===== config.mk =====
export PLATFORM = sky130hd
export DESIGN_NAME = usb_interface
export DESIGN_NICKNAME = d
export VERILOG_FILES = /design/src/usb_pkg.sv /design/src/uart_rx.sv /design/src/uart_tx.sv /design/src/cmd_sequencer.sv /design/src/config_regs.sv /design/src/usb_interface.sv
export SDC_FILE = /design/constraint.sdc
export NUM_CORES = 1
export LEC_CHECK = 0
export BUFFER_PORTS_ARGS = -buffer_cell sky130_fd_sc_hd__buf_2
export CAP_MARGIN = 20
export CELL_PAD_IN_SITES_DETAIL_PLACEMENT = 1
export CELL_PAD_IN_SITES_GLOBAL_PLACEMENT = 1
export CORE_ASPECT_RATIO = 1.2
export CORE_UTILIZATION = 51
export CTS_BUF_LIST = sky130_fd_sc_hd__clkbuf_4 sky130_fd_sc_hd__clkbuf_8 sky130_fd_sc_hd__clkbuf_16
export DETAILED_ROUTE_END_ITERATION = 10
export GPL_TIMING_DRIVEN = 0
export PLACE_DENSITY = 0.82
export RECOVER_POWER = 100
export REMOVE_ABC_BUFFERS = 1
export SLEW_MARGIN = 0
export SYNTH_ARGS = -nofsm -noshare
export SYNTH_HDL_FRONTEND = slang
export SYNTH_SLANG_ARGS = --single-unit

===== constraint.sdc =====
create_clock -name ftdi_clk -period 9.8 [get_ports ftdi_clk]
set_input_delay 2.94 -clock ftdi_clk [delete_from_list [all_inputs] [get_ports ftdi_clk]]
set_output_delay 2.94 -clock ftdi_clk [all_outputs]
set_load 0.02 [all_outputs]

===== src/usb_pkg.sv =====
package usb_pkg;

   //////////////////////////////////////////////////
   // Register map
   //////////////////////////////////////////////////

   // Host side address, bits 5 to 0 of a header
   typedef logic [5:0] reg_addr_t;

   localparam reg_addr_t gain_addr     = 6'd0;
   localparam reg_addr_t settings_addr = 6'd1;
   localparam reg_addr_t status_addr   = 6'd2;
   // Read only, starts a FIFO dump
   localparam reg_addr_t adcdata_addr  = 6'd3;
   localparam reg_addr_t echo_addr     = 6'd4;
   // Frequency snapshot, LSB first
   localparam reg_addr_t extfreq_addr0 = 6'd5;
   localparam reg_addr_t extfreq_addr1 = 6'd6;
   localparam reg_addr_t extfreq_addr2 = 6'd7;
   localparam reg_addr_t extfreq_addr3 = 6'd8;
   // Phase adjust, high byte carries bit 8 plus load/done
   localparam reg_addr_t phase_lo_addr = 6'd9;
   localparam reg_addr_t phase_hi_addr = 6'd10;

   // Widths of the capture board side
   localparam int freq_w  = 32;
   localparam int phase_w = 9;

   // 100 MHz at 115200 baud
   localparam int clks_per_bit_default = 868;

   //////////////////////////////////////////////////
   // Byte formats
   //////////////////////////////////////////////////

   // Header: bit 7 marks a command, bit 6 picks write
   typedef struct packed {
      logic      is_cmd;
      logic      is_write;
      reg_addr_t addr;
   } cmd_hdr_s;

   // Same received word, seen as data or as header
   typedef union packed {
      logic [7:0] data;
      cmd_hdr_s   hdr;
   } rx_byte_u;

   // Settings register, bit 7 down to bit 0
   typedef struct packed {
      logic src_internal;
      logic adc_clk_ext;
      logic trig_wait;
      logic pll_reset;
      logic arm;
      logic trig_high;
      logic hilow;
      logic sys_reset;
   } settings_s;

   // One register write, valid with the strobe
   typedef struct packed {
      reg_addr_t  addr;
      logic [7:0] data;
   } reg_wr_s;

   // Power-up register contents
   localparam logic [7:0] gain_rst     = 8'h00;
   localparam settings_s  settings_rst = '0;
   localparam logic [7:0] echo_rst     = 8'h00;

endpackage


===== src/uart_rx.sv =====
`timescale 1ns/1ps

module uart_rx #(
   parameter int CLKS_PER_BIT = 16
) (
   input  logic              ftdi_clk,
   input  logic              reset,
   input  logic              rx_i,
   output logic              rx_valid_o,
   output usb_pkg::rx_byte_u rx_byte_o
);

   localparam int cnt_w = $clog2(CLKS_PER_BIT);
   // Bit centre and half-bit compare points
   localparam logic [cnt_w-1:0] last_cnt = cnt_w'(CLKS_PER_BIT - 1);
   localparam logic [cnt_w-1:0] half_cnt = cnt_w'(CLKS_PER_BIT / 2 - 1);

   typedef enum logic [1:0] {
      rx_idle,
      rx_start,
      rx_data,
      rx_stop
   } rx_state_e;

   rx_state_e        state;
   logic [1:0]       sync_q;
   logic             rx_s;
   logic [cnt_w-1:0] baud_cnt;
   logic [2:0]       bit_cnt;
   logic [7:0]       shift_q;

   // Line after the two-flop synchronizer
   assign rx_s      = sync_q[1];
   assign rx_byte_o = shift_q;

   always_ff @(posedge ftdi_clk or posedge reset) begin
      if (reset) begin
         // Idle line is high
         sync_q     <= 2'b11;
         state      <= rx_idle;
         baud_cnt   <= '0;
         bit_cnt    <= '0;
         rx_valid_o <= 1'b0;
      end else begin
         sync_q     <= {sync_q[0], rx_i};
         rx_valid_o <= 1'b0;
         case (state)
            rx_idle: begin
               baud_cnt <= '0;
               // Falling start edge
               if (!rx_s) begin
                  state <= rx_start;
               end
            end
            rx_start: begin
               if (baud_cnt == half_cnt) begin
                  baud_cnt <= '0;
                  bit_cnt  <= '0;
                  // Glitch, start bit gone high again
                  state    <= rx_s ? rx_idle : rx_data;
               end else begin
                  baud_cnt <= baud_cnt + 1'b1;
               end
            end
            rx_data: begin
               if (baud_cnt == last_cnt) begin
                  baud_cnt <= '0;
                  bit_cnt  <= bit_cnt + 1'b1;
                  if (bit_cnt == 3'd7) begin
                     state <= rx_stop;
                  end
               end else begin
                  baud_cnt <= baud_cnt + 1'b1;
               end
            end
            rx_stop: begin
               if (baud_cnt == last_cnt) begin
                  state      <= rx_idle;
                  // Framing error drops the byte
                  rx_valid_o <= rx_s;
               end else begin
                  baud_cnt <= baud_cnt + 1'b1;
               end
            end
            default: state <= rx_idle;
         endcase
      end
   end

   // LSB arrives first, shift in from the top
   always_ff @(posedge ftdi_clk) begin
      if (state == rx_data && baud_cnt == last_cnt) begin
         shift_q <= {rx_s, shift_q[7:1]};
      end
   end

endmodule


===== src/uart_tx.sv =====
`timescale 1ns/1ps

module uart_tx #(
   parameter int CLKS_PER_BIT = 16
) (
   input  logic       ftdi_clk,
   input  logic       reset,
   input  logic       tx_valid_i,
   input  logic [7:0] tx_data_i,
   output logic       tx_ready_o,
   output logic       tx_o
);

   localparam int cnt_w = $clog2(CLKS_PER_BIT);
   localparam logic [cnt_w-1:0] last_cnt = cnt_w'(CLKS_PER_BIT - 1);

   // Stop, data, start; bit 0 drives the line
   logic [9:0]       shift_q;
   logic [cnt_w-1:0] baud_cnt;
   logic [3:0]       bit_cnt;
   logic             busy;

   assign tx_ready_o = ~busy;
   assign tx_o       = shift_q[0];

   always_ff @(posedge ftdi_clk or posedge reset) begin
      if (reset) begin
         shift_q  <= '1;
         baud_cnt <= '0;
         bit_cnt  <= '0;
         busy     <= 1'b0;
      end else if (!busy) begin
         // Accept, line falls next cycle
         if (tx_valid_i) begin
            shift_q  <= {1'b1, tx_data_i, 1'b0};
            baud_cnt <= '0;
            bit_cnt  <= '0;
            busy     <= 1'b1;
         end
      end else if (baud_cnt == last_cnt) begin
         baud_cnt <= '0;
         shift_q  <= {1'b1, shift_q[9:1]};
         // End of stop bit frees the slot
         if (bit_cnt == 4'd9) begin
            busy <= 1'b0;
         end else begin
            bit_cnt <= bit_cnt + 1'b1;
         end
      end else begin
         baud_cnt <= baud_cnt + 1'b1;
      end
   end

   // Idle transmitter leaves the line marking
   assert property (@(posedge ftdi_clk) disable iff (reset)
      tx_ready_o |-> tx_o);

endmodule


===== src/cmd_sequencer.sv =====
`timescale 1ns/1ps

module cmd_sequencer (
   input  logic                ftdi_clk,
   input  logic                reset,
   input  logic                rx_valid_i,
   input  usb_pkg::rx_byte_u   rx_byte_i,
   input  logic [7:0]          rd_data_i,
   input  logic                rd_hit_i,
   input  logic                tx_ready_i,
   input  logic                fifo_empty_i,
   input  logic [7:0]          fifo_data_i,
   output logic                reg_wr_valid_o,
   output usb_pkg::reg_wr_s    reg_wr_o,
   output logic                rd_strobe_o,
   output usb_pkg::reg_addr_t  rd_addr_o,
   output logic                tx_valid_o,
   output logic [7:0]          tx_data_o,
   output logic                fifo_rd_en_o
);

   typedef enum logic [2:0] {
      idle,
      wait_data,
      read_reply,
      dump_wait,
      dump_fetch,
      send
   } seq_state_e;

   seq_state_e         state;
   usb_pkg::reg_addr_t addr_q;
   logic               is_dump;

   // Address from the last header
   assign rd_addr_o = addr_q;
   // ADC data is the one address decoded here
   assign is_dump   = (addr_q == usb_pkg::adcdata_addr);

   //////////////////////////////////////////////////
   // Command FSM
   //////////////////////////////////////////////////

   always_ff @(posedge ftdi_clk or posedge reset) begin
      if (reset) begin
         state          <= idle;
         addr_q         <= '0;
         reg_wr_valid_o <= 1'b0;
         rd_strobe_o    <= 1'b0;
         tx_valid_o     <= 1'b0;
         fifo_rd_en_o   <= 1'b0;
      end else begin
         // Strobes last one cycle
         reg_wr_valid_o <= 1'b0;
         rd_strobe_o    <= 1'b0;
         fifo_rd_en_o   <= 1'b0;
         case (state)
            idle: begin
               // Bit 7 clear, byte ignored
               if (rx_valid_i && rx_byte_i.hdr.is_cmd) begin
                  addr_q <= rx_byte_i.hdr.addr;
                  if (rx_byte_i.hdr.is_write) begin
                     state <= wait_data;
                  end else begin
                     rd_strobe_o <= 1'b1;
                     state       <= read_reply;
                  end
               end
            end
            wait_data: begin
               if (rx_valid_i) begin
                  reg_wr_valid_o <= 1'b1;
                  state          <= idle;
               end
            end
            read_reply: begin
               // rd_data_i valid now, strobe is high
               if (is_dump) begin
                  state <= dump_wait;
               end else if (rd_hit_i) begin
                  tx_valid_o <= 1'b1;
                  state      <= send;
               end else begin
                  state <= idle;
               end
            end
            dump_wait: begin
               // Pop only with a free transmit slot
               if (tx_ready_i) begin
                  if (fifo_empty_i) begin
                     state <= idle;
                  end else begin
                     fifo_rd_en_o <= 1'b1;
                     state        <= dump_fetch;
                  end
               end
            end
            dump_fetch: begin
               // FIFO data lands one cycle after the pop
               if (!fifo_rd_en_o) begin
                  tx_valid_o <= 1'b1;
                  state      <= send;
               end
            end
            send: begin
               if (tx_ready_i) begin
                  tx_valid_o <= 1'b0;
                  state      <= is_dump ? dump_wait : idle;
               end
            end
            default: state <= idle;
         endcase
      end
   end

   //////////////////////////////////////////////////
   // Payload capture
   //////////////////////////////////////////////////

   always_ff @(posedge ftdi_clk) begin
      if (state == wait_data && rx_valid_i) begin
         reg_wr_o.addr <= addr_q;
         reg_wr_o.data <= rx_byte_i.data;
      end
      // Register reply or FIFO byte
      if (state == read_reply) begin
         tx_data_o <= rd_data_i;
      end else if (state == dump_fetch && !fifo_rd_en_o) begin
         tx_data_o <= fifo_data_i;
      end
   end

   // Pop follows a non-empty sample from the cycle before
   assert property (@(posedge ftdi_clk) disable iff (reset)
      $rose(fifo_rd_en_o) |-> !fifo_empty_i);

   // Byte held until the transmitter takes it
   assert property (@(posedge ftdi_clk) disable iff (reset)
      tx_valid_o && !tx_ready_i |=> tx_valid_o && $stable(tx_data_o));

endmodule


===== src/config_regs.sv =====
`timescale 1ns/1ps

module config_regs (
   input  logic                         ftdi_clk,
   input  logic                         reset,
   input  logic                         reg_wr_valid_i,
   input  usb_pkg::reg_wr_s             reg_wr_i,
   input  logic                         rd_strobe_i,
   input  usb_pkg::reg_addr_t           rd_addr_i,
   input  logic [7:0]                   status_i,
   input  logic [usb_pkg::freq_w-1:0]   extclk_frequency_i,
   input  logic [usb_pkg::phase_w-1:0]  phase_i,
   input  logic                         phase_done_i,
   output logic [7:0]                   rd_data_o,
   output logic                         rd_hit_o,
   output logic [7:0]                   gain_o,
   output usb_pkg::settings_s           ctrl_o,
   output logic [usb_pkg::phase_w-1:0]  phase_o,
   output logic                         phase_ld_o
);

   logic [7:0]                  echo_q;
   logic [usb_pkg::phase_w-1:0] phase_in_q;
   logic                        phase_done_q;
   logic [usb_pkg::freq_w-1:0]  freq_snap;
   logic                        freq_lock;
   logic                        lock_req;

   //////////////////////////////////////////////////
   // Host writes
   //////////////////////////////////////////////////

   always_ff @(posedge ftdi_clk or posedge reset) begin
      if (reset) begin
         gain_o     <= usb_pkg::gain_rst;
         ctrl_o     <= usb_pkg::settings_rst;
         echo_q     <= usb_pkg::echo_rst;
         phase_o    <= '0;
         phase_ld_o <= 1'b0;
      end else begin
         phase_ld_o <= 1'b0;
         if (reg_wr_valid_i) begin
            case (reg_wr_i.addr)
               usb_pkg::gain_addr:     gain_o <= reg_wr_i.data;
               // Fields map bit for bit
               usb_pkg::settings_addr: ctrl_o <= usb_pkg::settings_s'(reg_wr_i.data);
               usb_pkg::echo_addr:     echo_q <= reg_wr_i.data;
               usb_pkg::phase_lo_addr: phase_o[7:0] <= reg_wr_i.data;
               usb_pkg::phase_hi_addr: begin
                  // Bit 0 is phase MSB, bit 1 starts the load
                  phase_o[usb_pkg::phase_w-1] <= reg_wr_i.data[0];
                  phase_ld_o                  <= reg_wr_i.data[1];
               end
               default: ;
            endcase
         end
      end
   end

   // Phase result from the shifter, cleared by a new load
   always_ff @(posedge ftdi_clk or posedge reset) begin
      if (reset) begin
         phase_in_q   <= '0;
         phase_done_q <= 1'b0;
      end else if (phase_ld_o) begin
         phase_in_q   <= '0;
         phase_done_q <= 1'b0;
      end else if (phase_done_i) begin
         phase_in_q   <= phase_i;
         phase_done_q <= 1'b1;
      end
   end

   //////////////////////////////////////////////////
   // Frequency snapshot
   //////////////////////////////////////////////////

   // Reads of the lower three bytes hold the count
   assign lock_req = rd_strobe_i && (rd_addr_i == usb_pkg::extfreq_addr0 ||
                                     rd_addr_i == usb_pkg::extfreq_addr1 ||
                                     rd_addr_i == usb_pkg::extfreq_addr2);

   // Any other read releases
   always_ff @(posedge ftdi_clk or posedge reset) begin
      if (reset) begin
         freq_lock <= 1'b0;
      end else if (rd_strobe_i) begin
         freq_lock <= lock_req;
      end
   end

   // Frozen already on the edge of the first locking read
   always_ff @(posedge ftdi_clk) begin
      if (!freq_lock && !lock_req) begin
         freq_snap <= extclk_frequency_i;
      end
   end

   // Read mux, no hit means no reply
   always_comb begin
      rd_data_o = '0;
      rd_hit_o  = 1'b1;
      case (rd_addr_i)
         usb_pkg::gain_addr:     rd_data_o = gain_o;
         usb_pkg::settings_addr: rd_data_o = ctrl_o;
         usb_pkg::status_addr:   rd_data_o = status_i;
         usb_pkg::echo_addr:     rd_data_o = echo_q;
         usb_pkg::extfreq_addr0: rd_data_o = freq_snap[7:0];
         usb_pkg::extfreq_addr1: rd_data_o = freq_snap[15:8];
         usb_pkg::extfreq_addr2: rd_data_o = freq_snap[23:16];
         usb_pkg::extfreq_addr3: rd_data_o = freq_snap[31:24];
         usb_pkg::phase_lo_addr: rd_data_o = phase_in_q[7:0];
         usb_pkg::phase_hi_addr: begin
            rd_data_o = {6'b0, phase_done_q, phase_in_q[usb_pkg::phase_w-1]};
         end
         default: rd_hit_o = 1'b0;
      endcase
   end

   // Writes arrive at most every other cycle
   assert property (@(posedge ftdi_clk) disable iff (reset)
      phase_ld_o |=> !phase_ld_o);

endmodule


===== src/usb_interface.sv =====
`timescale 1ns/1ps

module usb_interface #(
   parameter int CLKS_PER_BIT = usb_pkg::clks_per_bit_default
) (
   input  logic                         ftdi_clk,
   input  logic                         reset,
   input  logic                         rx_i,
   input  logic [7:0]                   status_i,
   input  logic                         fifo_empty_i,
   input  logic [7:0]                   fifo_data_i,
   input  logic [usb_pkg::freq_w-1:0]   extclk_frequency_i,
   input  logic [usb_pkg::phase_w-1:0]  phase_i,
   input  logic                         phase_done_i,
   output logic                         tx_o,
   output logic [7:0]                   gain_o,
   output usb_pkg::settings_s           ctrl_o,
   output logic                         fifo_rd_en_o,
   output logic [usb_pkg::phase_w-1:0]  phase_o,
   output logic                         phase_ld_o
);

   // Receiver to sequencer
   logic               rx_valid;
   usb_pkg::rx_byte_u  rx_byte;
   // Sequencer to transmitter
   logic               tx_valid;
   logic [7:0]         tx_data;
   logic               tx_ready;
   // Sequencer to register file
   logic               reg_wr_valid;
   usb_pkg::reg_wr_s   reg_wr;
   logic               rd_strobe;
   usb_pkg::reg_addr_t rd_addr;
   logic [7:0]         rd_data;
   logic               rd_hit;

   //////////////////////////////////////////////////
   // Serial line
   //////////////////////////////////////////////////

   uart_rx #(
      .CLKS_PER_BIT (CLKS_PER_BIT)
   ) rx_inst (
      .ftdi_clk   (ftdi_clk),
      .reset      (reset),
      .rx_i       (rx_i),
      .rx_valid_o (rx_valid),
      .rx_byte_o  (rx_byte)
   );

   uart_tx #(
      .CLKS_PER_BIT (CLKS_PER_BIT)
   ) tx_inst (
      .ftdi_clk   (ftdi_clk),
      .reset      (reset),
      .tx_valid_i (tx_valid),
      .tx_data_i  (tx_data),
      .tx_ready_o (tx_ready),
      .tx_o       (tx_o)
   );

   //////////////////////////////////////////////////
   // Command and register blocks
   //////////////////////////////////////////////////

   cmd_sequencer seq_inst (
      .ftdi_clk       (ftdi_clk),
      .reset          (reset),
      .rx_valid_i     (rx_valid),
      .rx_byte_i      (rx_byte),
      .rd_data_i      (rd_data),
      .rd_hit_i       (rd_hit),
      .tx_ready_i     (tx_ready),
      .fifo_empty_i   (fifo_empty_i),
      .fifo_data_i    (fifo_data_i),
      .reg_wr_valid_o (reg_wr_valid),
      .reg_wr_o       (reg_wr),
      .rd_strobe_o    (rd_strobe),
      .rd_addr_o      (rd_addr),
      .tx_valid_o     (tx_valid),
      .tx_data_o      (tx_data),
      .fifo_rd_en_o   (fifo_rd_en_o)
   );

   config_regs regs_inst (
      .ftdi_clk           (ftdi_clk),
      .reset              (reset),
      .reg_wr_valid_i     (reg_wr_valid),
      .reg_wr_i           (reg_wr),
      .rd_strobe_i        (rd_strobe),
      .rd_addr_i          (rd_addr),
      .status_i           (status_i),
      .extclk_frequency_i (extclk_frequency_i),
      .phase_i            (phase_i),
      .phase_done_i       (phase_done_i),
      .rd_data_o          (rd_data),
      .rd_hit_o           (rd_hit),
      .gain_o             (gain_o),
      .ctrl_o             (ctrl_o),
      .phase_o            (phase_o),
      .phase_ld_o         (phase_ld_o)
   );

endmodule


Word level (Yosys, flattened, before mapping)
Index checks and enable logic that the tools add are counted.
Widths: inputs -> output; s select.
- flip-flop bits (word level): 163
- latch bits: 0
- bits in read-only memories: 0
- output and inout port bits: 28
- logic and storage cells: 179
- memories kept: 0
- bits in writable memories: 0
- input port bits: 62
- $mul: 0
- magnitude comparators: 0
- add/sub/neg operators: 4
- eq/ne operators: 42
- mux-type cells: 64
- reductions and logical operators: 33
- bitwise logic cells: 0
- shifts and indexed selects: 0
- divide/modulo/power cells: 0
- operator list (operator ; count):
    $mux 10 ; 9
    $pmux 8 s10 ; 1
    $pmux 10 s4 ; 1
    $eq 6x3->1 const B ; 5
    $eq 6x4->1 const B ; 5
    $mux 3 ; 10
    $mux 1 ; 23
    $add 10x1->10 const B ; 2
    $eq 10x10->1 const B ; 2
    $ne 2x2->1 const B ; 10
    $mux 9 ; 2
    $pmux 3 s6 ; 1
    $mux 2 ; 8
    $mux 4 ; 4
    $mux 8 ; 2
    $reduce_and 5->1 ; 3
    $reduce_and 2->1 ; 7
    $eq 6x1->1 const B ; 2
    $eq 6x2->1 const B ; 2
    $logic_not 6->1 ; 2
    $eq 10x9->1 const B ; 1
    $ne 2x1->1 const B ; 5
    $reduce_or 10->1 ; 1
    $eq 3x3->1 const B ; 3
    other kinds (18) ; 32

Logic depth before layout (Yosys ltp)
Gate-level depths: netlist of run 1.
- depth in word-level cells: 6
- gate-level depth with buffers: 8
- mapped depth without buffers: 6

Cells and area by module
Synthesis of run 1 repeated with hierarchy kept, for this count alone.
- cells, all modules: 552
- area total of the unflattened synthesis: 7399.6 µm²
- modules (own cells, without submodules) (module ; times used ; cells an instance ; sequential area each (µm²) ; area an instance (µm²)):
    config_regs ; 1 ; 219 ; 2087.0 ; 3403.3
    cmd_sequencer ; 1 ; 101 ; 985.9 ; 1503.9
    uart_tx ; 1 ; 134 ; 611.8 ; 1290.0
    uart_rx ; 1 ; 98 ; 693.2 ; 1202.4

Least setup slack after synthesis of run 1
No wires, ideal clock.
- kind: input port to flip-flop
- from: in phase_done_i
- to: reg regs_inst.phase_in_q[0] (netlist name)
- arrival: 3626 ps
- library setup time: 132 ps
- required time: 9668 ps
- path slack: 6042 ps
- buffers on the path: 1
- stages on the path: 3
- cell sequence: clkbuf_1 mux2i_1 nor2_1
- cells in the longest elaborated chain, start to end: 1
- RTL lines (item ; line ; source):
    start, declared ; usb_interface.sv:14 ; input logic phase_done_i,
    $reduce_bool 2->1 (no line) ; - ;
    end signal, assigned ; config_regs.sv:69 ; phase_in_q <= phase_i;
    end, declared ; config_regs.sv:23 ; logic [usb_pkg::phase_w-1:0] phase_in_q;
No other way between the ends.
A chain may end at the register's enable or synchronous reset.

Final worst setup path of run 1
- from: reg regs_inst.phase_ld_o
- to: out phase_ld_o
- RTL lines (item ; line ; source):
    start, declared ; config_regs.sv:19 ; output logic phase_ld_o
    start signal, assigned ; config_regs.sv:52 ; phase_ld_o <= reg_wr_i.data[1];
    end, declared ; usb_interface.sv:20 ; output logic phase_ld_o
No word-level cell between the ends.

==> results of run 1 <==
[final cells by class]
type / count / area, sq um / area share, %
clock buffers: 17 / 425 / 5.05
flip-flops and latches: 162 / 4380 / 52.0
multi-input cells: 364 / 2710 / 32.2
well taps: 171 / 214 / 2.54
repair buffers: 94 / 472 / 5.60
clock inverters: 15 / 158 / 1.87
inverters: 17 / 65.1 / 0.773
[worst paths after layout]
check                                      start  depth (start not counted)  slack, ns                       to
max                         regs_inst.phase_ld_o                          1       5.51               phase_ld_o
min                            rx_inst.sync_q[0]                          0       0.37        rx_inst.sync_q[1]
max reg2reg                seq_inst.rd_addr_o[3]                          3       6.25  regs_inst.freq_snap[14]
min reg2reg                    rx_inst.sync_q[0]                          0       0.37        rx_inst.sync_q[1]
max in group asynchronous                  reset                          3       6.03        rx_inst.sync_q[0]
min in group asynchronous                  reset                          2       2.82      tx_inst.baud_cnt[4]
[metrics by stage]
step	total power, mW	worst slack [ns]	cell area (sq um)	utilization, %	cells
2_1_floorplan	0.820	4.26	7180	-	543
3_3_place_gp	0.847	2.95	7840	56.5	803
3_5_place_dp	0.858	5.69	7930	57.2	806
4_1_cts	1.52	5.52	8520	61.4	838
5_1_grt	1.55	5.45	8420	60.7	840
6_report	1.50	5.51	8420	60.7	840
[registers in the layout, indices dropped and copies added (netlist names), 9 cells and up, named ones only]
signal	count
seq_inst.reg_wr_o	14
tx_inst.baud_cnt	10
regs_inst.phase_o	9
regs_inst.freq_snap	32
regs_inst.phase_in_q	9
rx_inst.baud_cnt	10
tx_inst.shift_q	9
[routing by layer]
layer | vias up | routed length [um] | track usage (%)
li1 | 2265 | - | -
met3 | 47 | 510 | 4.35
met2 | 136 | 9740 | 46.0
met4 | 0 | 764 | 14.7
met1 | 2556 | 7480 | 32.4
met5 | - | 0 | 0
[power by group through the flow]
stage,combinational (mW),clock (mW),sequential (mW)
2_1_floorplan,0.0514,0,0.769
3_3_place_gp,0.0722,0,0.774
3_5_place_dp,0.0797,0,0.778
5_1_grt,0.0865,0.693,0.768
4_1_cts,0.0806,0.670,0.766
6_report,0.0750,0.660,0.765
[synth_stat cells (7+ instances only)]
| cell type | instances |
|---|---|
| sky130_fd_sc_hd__nand2b_1 | 9 |
| sky130_fd_sc_hd__clkbuf_1 | 9 |
| sky130_fd_sc_hd__nor2_1 | 42 |
| sky130_fd_sc_hd__a21oi_1 | 12 |
| sky130_fd_sc_hd__nand3_1 | 9 |
| sky130_fd_sc_hd__edfxtp_1 | 62 |
| sky130_fd_sc_hd__dfrtp_1 | 89 |
| sky130_fd_sc_hd__mux2_2 | 38 |
| sky130_fd_sc_hd__nor3_1 | 8 |
| sky130_fd_sc_hd__ha_1 | 13 |
| sky130_fd_sc_hd__nor2b_1 | 7 |
| sky130_fd_sc_hd__mux2i_1 | 37 |
| sky130_fd_sc_hd__dfstp_2 | 11 |
| sky130_fd_sc_hd__and3_1 | 9 |
| sky130_fd_sc_hd__inv_1 | 17 |
| sky130_fd_sc_hd__o21ai_0 | 30 |
| sky130_fd_sc_hd__mux4_2 | 8 |
| sky130_fd_sc_hd__xnor2_1 | 10 |
| sky130_fd_sc_hd__buf_2 | 9 |
| sky130_fd_sc_hd__nand2_1 | 38 |
[cells by family (layout without fill, tap and decap cells)]
family | after synthesis | count (layout) | share of synthesized area, %
DFF | 162 | 162 | 60.1
buffers and inverters | 38 | 143 | 2.37
muxes | 84 | 84 | 13.6
and+or+nand+nor | 162 | 162 | 12.0
xor gates and xnor gates | 12 | 12 | 1.44
AOI/OAI and AO/OA | 93 | 93 | 8.36
adders and majority gates | 13 | 13 | 2.23
==> results.md, run 1 <==
| Quantity | Value |
|---|---|
| Status | finished, violations left |
| Violated checks | DRC, capacitance limit, slew limit |
| Primary flip-flop cell chosen by synthesis mapping | sky130_fd_sc_hd__dfrtp_1 |
| Count of flip-flops with a built-in enable after synthesis | 62 |
| Share of layout cells above drive strength 1 | 22.9% |
| Maximum number of pins on one net before global-route repair | 72 |
| Setup clock skew after layout | 0.00949 ns |
| Areal power density over the cells | 178 nW/um^2 |
| Highest attainable clock frequency | 233 MHz |
| Share of power burned in the clock network | 44.0% |
| Die Span X | 111 um |
| Initial antenna violation count | 0 |
| Wire length of the first global-routing pass | 29.8 mm |
| Die ar. | 14800 sq um |
| Final setup violation count | 0 |
| Nature of the critical path startpoint | flip-flop |
| Final GP Congestion | 0.826 |
| DPL Wire Length | 12.6 mm |
| Number of violations of the max-capacitance limit | 3 |
| Most used cells in the layout excluding fill and tap cells | 89 x sky130_fd_sc_hd__dfrtp_1, 62 x sky130_fd_sc_hd__edfxtp_1, 57 x sky130_fd_sc_hd__buf_2, 42 x sky130_fd_sc_hd__nor2_1, 38 x sky130_fd_sc_hd__nand2_1 |
| DRT Wirelength | 18.5 mm |
| Internal power of the cells | 1.15 mW |
| Area Overhead vs Synth | 15.5% |
| Class of the most critical hold timing path | reg -> reg |
| Worst hold margin | 0.372 ns |
| Final-report hold violation count | 0 |
| Aggregate global routing overflow | 0 |
| Longest individual stage delay on the worst path | 0.64 ns |
| Maximum ir drop on the vdd rail | 0.149 mV |
| First-pass DRT Iterations | 7 |
| Top-level I/O count | 90 |
| Leakage Power | 3.58 nW |
| Number of resized instances in the post-cts repair step | 0 |
| Net switching power | 0.348 mW |
| Number of antenna diodes | 0 |
| Clock network latency to the later pin of the worst-skew pair | 0.43 ns |
| RSZ-0062 raised after global routing | false |
| Routed length per instance | 22.0 um |
| Vias after detailed routing | 5004 |
| Number of synthesized register bits | 162 |
| Critical-path cell with the highest stage delay | sky130_fd_sc_hd__dfrtp_1 |
| Max-slew violation count | 50 |
| # H-tree levels | 4 |
| Total clock sinks | 162 |
| Clock tree buffer depth | 2 |
| Max Fanout on Critical Path | 11 |
| Clock-pin slew of the registers on the worst-case setup and hold paths | 0.06 ns |
| Tmin final | 4.29 ns |
| Switching share of power | 23.2% |
| Total CTS buffers | 17 |
| Count of mapped cells out of synthesis | 564 |
| Relative slew margins | -20.5% |
| Biggest area consumer among synthesized cells | sky130_fd_sc_hd__dfrtp_1 |
| Count of yosys warnings during synthesis | 0 |
| Sequential element share of the synthesized area | 60.1% |
| Mapped Area | 7290 sq um |
| DR DRC count | 6 |
| Mean instance size in the synthesized netlist | 12.9 sq um |
| Async set-reset flop share out of synthesis | 61.7% |
| Number of rows in the core area | 47 |
| Number of I/O port buffers | 89 |
| Number of post-CTS setup repair buffers | 0 |
| Post-DR vias/cell | 5.96 |
| Unique masters post-synth | 68 |
| Final clock period utilization by the worst path | 43.8% |
| GRT Util Overall | 26.8% |
| WP data arrival | 1.35 ns |
| ANT nets after route | 0 |
| Critical path required time | 6.86 ns |
| TNS Setup | 0 ns |
| Final nets | 731 |
| Clock tree from TritonCTS | built |
| Die H | 133 um |
| Detailed router's first-iteration violation count | 244 |
| Most common cell after layout, fill and taps aside | sky130_fd_sc_hd__dfrtp_1 |
| Part of the power in combinational logic | 5.0% |
| Flop pwr share | 51.0% |
| Top area cells in the synthesized netlist | sky130_fd_sc_hd__dfrtp_1 31%, sky130_fd_sc_hd__edfxtp_1 26%, sky130_fd_sc_hd__mux2_2 5.9% |
| Cell family contributing the most delay on the critical path | flip-flops |
| Cells traversed along the worst timing path | clkbuf_1 |
| Fraction of post-synthesis cell area in the top cell type by area | 30.6% |
| Critical Path End Type | primary output |
| Number of global-route vias before repair | 5402 |
| Clock root buffer | sky130_fd_sc_hd__clkbuf_16 |
| Total buffers and inverters traversed by the critical path | 1 |
| Starting density of the core | 52.5% |
| Core Box Area | 13900 sq um |
| Layout fillers | 1428 |
| Actual slew at the worst max-slew pin | 1.79 ns |
| Total of hold buffers inserted after clock tree synthesis | 0 |
| Type of the worst setup path | reg -> out |
Note: power is estimated with default switching activity, not from simulation.
==> run 2, diff against run 1 <==
--- a/config.mk
+++ b/config.mk
@@ -10,11 +10,11 @@
 export CELL_PAD_IN_SITES_DETAIL_PLACEMENT = 1
 export CELL_PAD_IN_SITES_GLOBAL_PLACEMENT = 1
 export CORE_ASPECT_RATIO = 1.2
-export CORE_UTILIZATION = 51
+export CORE_UTILIZATION = 43
 export CTS_BUF_LIST = sky130_fd_sc_hd__clkbuf_4 sky130_fd_sc_hd__clkbuf_8 sky130_fd_sc_hd__clkbuf_16
 export DETAILED_ROUTE_END_ITERATION = 10
 export GPL_TIMING_DRIVEN = 0
-export PLACE_DENSITY = 0.82
+export PLACE_DENSITY = 0.73
 export RECOVER_POWER = 100
 export REMOVE_ABC_BUFFERS = 1
 export SLEW_MARGIN = 0
==> constraint.sdc (replaced) <==
create_clock -name ftdi_clk -period 3.47 [get_ports ftdi_clk]
set_input_delay 1.041 -clock ftdi_clk [delete_from_list [all_inputs] [get_ports ftdi_clk]]
set_output_delay 1.041 -clock ftdi_clk [all_outputs]
set_load 0.02 [all_outputs]
==> results.md, run 2 (synthesized netlist as in run 1, its figures left out) <==
| Quantity | Value | vs previous |
|---|---|---|
| Status | finished, violations left |  |
| Violated checks | capacitance limit, slew limit |  |
| Number of I/O port buffers | 89 | unchanged |
| Detailed router's first-iteration violation count | 182 | -25% |
| Total CTS buffers | 17 | unchanged |
| Relative slew margins | -9.32% | +11 points |
| Actual slew at the worst max-slew pin | 1.62 ns | -0.174 ns |
| Cell Count, Final, Fillers Out | 882 | +5.0% |
| Max Fanout on Critical Path | 16 | +5 |
| Number of global-route vias before repair | 5268 | -2.5% |
| Post-layout worst setup margin | 0.629 ns | -4.88 ns |
| Die H | 145 um | +8.8% |
| Vias after detailed routing | 4916 | -1.8% |
| Die Span X | 121 um | +8.7% |
| Critical Path End Type | flip-flop |  |
| Class of the most critical hold timing path | reg -> reg |  |
| Area Overhead vs Synth | 16.8% |  |
| Type of the worst setup path | reg -> reg |  |
| Switching share of power | 25.5% | +2.3 points |
| Flop pwr share | 50.8% | -0.2 points |
| Nature of the critical path startpoint | flip-flop |  |
| Max-slew violation count | 18 | -64% |
| Maximum number of pins on one net before global-route repair | 70 | -2.8% |
| Final setup violation count | 0 | unchanged |
| Number of rows in the core area | 51 | +8.5% |
| Hold Crit Start | rx_inst.sync_q[0] |  |
| Wire length of the first global-routing pass | 28.2 mm | -5.3% |
| Setup clock skew after layout | 0.0111 ns | +0.00157 ns |
| GRT Util Overall | 21.6% | -5.2 points |
| Initial antenna violation count | 0 | unchanged |
| Reg2reg setup slack | 0.63 ns | -5.62 ns |
| WP data arrival | 3.17 ns | +1.82 ns |
| Net switching power | 1.08 mW | +210% |
| Areal power density over the cells | 498 nW/um^2 | +180% |
| Most common cell after layout, fill and taps aside | sky130_fd_sc_hd__dfrtp_1 |  |
| Clock network latency to the later pin of the worst-skew pair | 0.43 ns | about the same |
| Most flop-heavy register | regs_inst.freq_snap |  |
| Worst Hold Endpoint | rx_inst.sync_q[1] |  |
| Total buffers and inverters traversed by the critical path | 1 | unchanged |
| Reg-to-reg startpoint | tx_inst.busy |  |
| Internal power of the cells | 3.16 mW | +170% |
| Met2 demand-to-capacity share in global routing | 37.2% | -8.8 points |
| Final nets | 731 | unchanged |
| TNS Setup | 0 ns | unchanged |
| RSZ-0062 raised after global routing | false |  |
| Final-report hold violation count | 0 | unchanged |
| Maximum ir drop on the vdd rail | 0.342 mV | +130% |
| Share of power burned in the clock network | 44.4% | +0.4 points |
| CP startpoint | tx_inst.busy |  |
| Clock tree buffer depth | 2 | unchanged |
| Number of violations of the max-capacitance limit | 2 | -1 |
| Count of placed standard cells including taps | 848 | +5.2% |
| Total clock sinks | 162 | unchanged |
| GR peak layer | met2 |  |
| Total of hold buffers inserted after clock tree synthesis | 0 | unchanged |
| ANT nets after route | 0 | unchanged |
| Cell family contributing the most delay on the critical path | simple AND/OR/NAND/NOR gates |  |
| Clock tree from TritonCTS | built |  |
| # H-tree levels | 4 | unchanged |
| First-pass DRT Iterations | 4 | -3 |
| Leakage Power | 3.60 nW | +0.57% |
| Starting density of the core | 44.4% | -8.1 points |
| DRT Wirelength | 17.7 mm | -4.1% |
| Largest registers | regs_inst.freq_snap: 32 flops, seq_inst.reg_wr_o: 14 flops |  |
| Total design power | 4.24 mW | +180% |
| Endpoint of the worst-slack reg-to-reg timing path | tx_inst.bit_cnt[0] |  |
| Clock root buffer | sky130_fd_sc_hd__clkbuf_16 |  |
| Number of resized instances in the post-cts repair step | 0 | unchanged |
| DPL Wire Length | 12.7 mm | +0.69% |
| Worst-case setup slack after placement | 0.833 ns | -4.85 ns |
| Post-DR vias/cell | 5.57 | -6.4% |
| Share of layout cells above drive strength 1 | 24.2% | +1.3 points |
| Core Box Area | 16400 sq um | +18% |
| Most used cells in the layout excluding fill and tap cells | 89 x sky130_fd_sc_hd__dfrtp_1, 62 x sky130_fd_sc_hd__edfxtp_1, 59 x sky130_fd_sc_hd__buf_2, 42 x sky130_fd_sc_hd__nor2_1, 38 x sky130_fd_sc_hd__nand2_1 |  |
| Worst-case reg-to-reg path depth | 5 | +2 |
| Highest attainable clock frequency | 352 MHz |  |
| Flip-flop count of the largest register after layout | 32 | unchanged |
| Final GP Congestion | 0.857 | +3.7% |
| Routed length per instance | 20.1 um | -8.6% |
| Critical-path cell with the highest stage delay | sky130_fd_sc_hd__dfrtp_1 |  |
| Part of the power in combinational logic | 4.9% | about the same |
| Met3 Track Usage GR | 3.94% | -0.41 points |
| Critical path required time | 3.79 ns | -3.07 ns |
| Met1 track demand over resource in global routing | 26.6% | -5.8 points |
| Die ar. | 17500 sq um | +18% |
| Final clock period utilization by the worst path | 81.9% |  |
| Number of post-CTS setup repair buffers | 0 | unchanged |
| Clock-pin slew of the registers on the worst-case setup and hold paths | 0.07 ns | about the same |
| Cells traversed along the worst timing path | inv_1, nor4_1, or2_1, nand2b_1, a21o_1 |  |
| DR DRC count | 0 | -6 |
| Layout fillers | 1690 | +18% |
| Aggregate global routing overflow | 0 | unchanged |
| Top-level I/O count | 90 | unchanged |
| Hold depth | 0 | unchanged |
| Tmin final | 2.84 ns |  |
| Longest individual stage delay on the worst path | 0.79 ns | +0.15 ns |
[run 2: cell types whose count changed in the layout (fill, tap and decap cells not counted), sizes merged]
cell and delta:
buf +3, clkinv -1, inv +3, diode +1, clkbuf -3, bufinv -2
[run 2: metal layers]
metal / wire length (um) / vias up / share of wire [%]
met5: 0 / - / 0
met4: 406 / 0 / 2.3
met3: 534 / 24 / 3.0
met2: 9330 / 97 / 53
met1: 7470 / 2528 / 42
li1: - / 2267 / -
[run 2: stage by stage]
stage | cell area (sq um) | hold WS, ns | utilization, %
6_report | 8520 | 0.363 | 51.9
5_1_grt | 8510 | 0.369 | 51.9
4_1_cts | 8610 | 0.359 | 52.5
3_5_place_dp | 8000 | 0.349 | 48.8
3_3_place_gp | 7890 | 0.348 | 48.1
2_1_floorplan | 7180 | 0.345 | -
[run 2: worst max path at each step]
| stage | to | slack [ns] | cells after the start |
|---|---|---|---|
| after CTS | tx_inst.baud_cnt[3] | 0.80 | 6 |
| after global placement | regs_inst.phase_in_q[4] | -1.48 | 2 |
| after floorplan | async pin | -0.17 | 1 |
| final | tx_inst.bit_cnt[0] | 0.63 | 5 |
| after detailed placement | tx_inst.baud_cnt[3] | 0.83 | 6 |
| after global routing | tx_inst.bit_cnt[0] | 0.41 | 5 |
[run 2: worst register-to-register path: stages (launching register included)]
cell	delay (ns)
sky130_fd_sc_hd__dfrtp_1	0.79
sky130_fd_sc_hd__inv_1	0.33
sky130_fd_sc_hd__nor4_1	0.72
sky130_fd_sc_hd__or2_1	0.58
sky130_fd_sc_hd__nand2b_1	0.13
sky130_fd_sc_hd__a21o_1	0.20
[run 2: power groups by stage]
stage          sequential, mW  clock, mW  combinational, mW
6_report                 2.15       1.88              0.206
5_1_grt                  2.17       1.99              0.238
2_1_floorplan            2.17          0              0.145
3_5_place_dp             2.20          0              0.223
4_1_cts                  2.16       1.93              0.224
3_3_place_gp             2.19          0              0.205
[run 2: area by class of cell]
class	count	area (sq um)	area share (%)
diodes	1	2.50	0.0294
clock buffers	17	425	5.00
clock inverters	15	188	2.20
well taps	212	265	3.11
inverters	17	65.1	0.764
flip-flops and latches	162	4380	51.4
multi-input cells	364	2710	31.8
repair buffers	94	482	5.66
==> run 3, diff against run 2 <==
--- a/config.mk
+++ b/config.mk
@@ -10,11 +10,11 @@
 export CELL_PAD_IN_SITES_DETAIL_PLACEMENT = 1
 export CELL_PAD_IN_SITES_GLOBAL_PLACEMENT = 1
 export CORE_ASPECT_RATIO = 1.2
-export CORE_UTILIZATION = 43
+export CORE_UTILIZATION = 47
 export CTS_BUF_LIST = sky130_fd_sc_hd__clkbuf_4 sky130_fd_sc_hd__clkbuf_8 sky130_fd_sc_hd__clkbuf_16
 export DETAILED_ROUTE_END_ITERATION = 10
 export GPL_TIMING_DRIVEN = 0
-export PLACE_DENSITY = 0.73
+export PLACE_DENSITY = 0.76
 export RECOVER_POWER = 100
 export REMOVE_ABC_BUFFERS = 1
 export SLEW_MARGIN = 0
==> constraint.sdc (replaced) <==
create_clock -name ftdi_clk -period 2.95 [get_ports ftdi_clk]
set_input_delay 0.885 -clock ftdi_clk [delete_from_list [all_inputs] [get_ports ftdi_clk]]
set_output_delay 0.885 -clock ftdi_clk [all_outputs]
set_load 0.02 [all_outputs]
==> results.md, run 3 (synthesized netlist as in run 1, its figures left out) <==
| Quantity | Value | vs previous |
|---|---|---|
| WP data arrival | 2.66 ns | -0.51 ns |
| TNS Setup | 0 ns | unchanged |
| Clock tree from TritonCTS | built |  |
| Final nets | 731 | unchanged |
| Detailed router's first-iteration violation count | 212 | +16% |
| Post-layout worst setup margin | 0.296 ns | -0.333 ns |
| Top-level I/O count | 90 | unchanged |
| Detailed route wirelength on metal2 | 9.36 mm | +0.31% |
| Number of violations of the max-capacitance limit | 1 | -1 |
| Max-slew violation count | 40 | +22 |
| Total of hold buffers inserted after clock tree synthesis | 0 | unchanged |
| Wire length of the first global-routing pass | 28.9 mm | +2.4% |
| Most used cells in the layout excluding fill and tap cells | 89 x sky130_fd_sc_hd__dfrtp_1, 62 x sky130_fd_sc_hd__edfxtp_1, 60 x sky130_fd_sc_hd__buf_2, 42 x sky130_fd_sc_hd__nor2_1, 38 x sky130_fd_sc_hd__nand2_1 |  |
| Tmin final | 2.65 ns | -0.187 ns |
| Clock root buffer | sky130_fd_sc_hd__clkbuf_16 |  |
| Initial antenna violation count | 0 | unchanged |
| Final-report hold violation count | 0 | unchanged |
| Final setup violation count | 0 | unchanged |
| Highest attainable clock frequency | 377 MHz | +7.1% |
| Die ar. | 16000 sq um | -8.4% |
| Type of the worst setup path | reg -> reg |  |
| Count of placed standard cells including taps | 840 | -0.94% |
| RSZ-0062 raised after global routing | false |  |
| First-pass DRT Iterations | 4 | unchanged |
| Total CTS buffers | 17 | unchanged |
| Largest registers | regs_inst.freq_snap: 32 flops, seq_inst.reg_wr_o: 14 flops |  |
| DPL Wire Length | 12.3 mm | -2.8% |
| DR DRC count | 0 | unchanged |
| Class of the most critical hold timing path | reg -> reg |  |
| Final GP Congestion | 0.846 | -1.2% |
| Number of rows in the core area | 49 | -3.9% |
| Routed length per instance | 20.5 um | +1.8% |
| Vias after detailed routing | 4945 | +0.59% |
| Clock-pin slew of the registers on the worst-case setup and hold paths | 0.06 ns | about the same |
| Die H | 138 um | -4.3% |
| Max Fanout on Critical Path | 31 | +15 |
| Most common cell after layout, fill and taps aside | sky130_fd_sc_hd__dfrtp_1 |  |
| Status | finished, violations left |  |
| Core Box Area | 15100 sq um | -8.0% |
| Clock tree buffer depth | 2 | unchanged |
| Post-route standard cell area excluding fillers | 8500 sq um | -0.15% |
| Layout fillers | 1588 | -6.0% |
| Critical Path End Type | flip-flop |  |
| GRT Util Overall | 24.1% | +2.5 points |
| Number of resized instances in the post-cts repair step | 0 | unchanged |
| ANT nets after route | 0 | unchanged |
| Area Overhead vs Synth | 16.6% |  |
| Share of layout cells above drive strength 1 | 24.1% | -0.15 points |
| DRT Wirelength | 17.9 mm | +0.76% |
| Actual slew at the worst max-slew pin | 1.70 ns | +0.0783 ns |
| Met1 layer wirelength in the final routing | 7.74 mm | +3.6% |
| # H-tree levels | 4 | unchanged |
| Setup clock skew after layout | 0.00797 ns | -0.00309 ns |
| Total design power | 4.98 mW | +17% |
| Finished Core Util | 56.4% | +4.5 points |
| Number of I/O port buffers | 89 | unchanged |
| Met3 wire length | 505 um | -5.4% |
| Starting density of the core | 48.3% | +3.9 points |
| Maximum ir drop on the vdd rail | 0.347 mV | +1.4% |
| Maximum number of pins on one net before global-route repair | 62 | -11% |
| Clock network latency to the later pin of the worst-skew pair | 0.43 ns | about the same |
| Total clock sinks | 162 | unchanged |
| Die Span X | 116 um | -4.3% |
| Aggregate global routing overflow | 0 | unchanged |
| Cell Count, Final, Fillers Out | 873 | -1.0% |
| Number of antenna diodes | 0 | -1 |
| Worst-case setup slack after placement | 0.189 ns | -0.644 ns |
| Number of post-CTS setup repair buffers | 0 | unchanged |
| Violated checks | capacitance limit, slew limit |  |
| Areal power density over the cells | 586 nW/um^2 | +18% |
| Number of global-route vias before repair | 5365 | +1.8% |
| Most flop-heavy register | regs_inst.freq_snap |  |
| Leakage Power | 3.61 nW | +0.14% |
| Highest routing layer actually used | met4 |  |
| Critical path required time | 2.95 ns | -0.84 ns |
| Post-DR vias/cell | 5.66 | +1.6% |
| Worst hold margin | 0.370 ns | +0.00670 ns |
| Flip-flop count of the largest register after layout | 32 | unchanged |
| Nature of the critical path startpoint | flip-flop |  |
| Final clock period utilization by the worst path | 90.0% | +8.1 points |
| Placed standard-cell area | 8000 sq um | about the same |
| Relative slew margins | -13.1% | -3.8 points |
-- run 3: power breakdown --
part	switching, mW	internal [mW]
logic	0.134	0.116
clock network	0.943	1.25
registers	0.0799	2.46
total	1.16	3.83
-- run 3: worst max-delay path, cell delays in order, from the launching register on --
cell                       delay (ns)
sky130_fd_sc_hd__dfrtp_1         0.64
sky130_fd_sc_hd__nor4b_2         0.78
sky130_fd_sc_hd__a31oi_1         0.25
sky130_fd_sc_hd__clkbuf_2        0.53
-- run 3: layout make-up --
type,instances,area (sq um),area share [%]
Multi-Input combinational cell,364,2720,32.0
Timing Repair Buffer,94,500,5.89
Inverter,17,63.8,0.750
Tap cell,204,255,3.00
Clock inverter,15,161,1.90
Clock buffer,17,425,5.00
Sequential cell,162,4380,51.5
-- run 3: worst paths after layout --
kind	startpoint	endpoint	slack, ns	cells past startpoint
max	seq_inst.rd_addr_o[3]	regs_inst.freq_snap[14]	0.30	3
min	rx_inst.sync_q[0]	rx_inst.sync_q[1]	0.37	0
max reg2reg	seq_inst.rd_addr_o[3]	regs_inst.freq_snap[14]	0.30	3
min reg2reg	rx_inst.sync_q[0]	rx_inst.sync_q[1]	0.37	0
max in group asynchronous	reset	rx_inst.sync_q[1]	0.92	3
min in group asynchronous	reset	tx_inst.baud_cnt[0]	0.98	2
-- run 3: layer usage --
metal / track usage [%] / vias to the layer above
met5: 0 / -
met4: 7.35 / 0
met3: 4.82 / 22
met2: 41.0 / 97
met1: 31.0 / 2560
li1: - / 2266
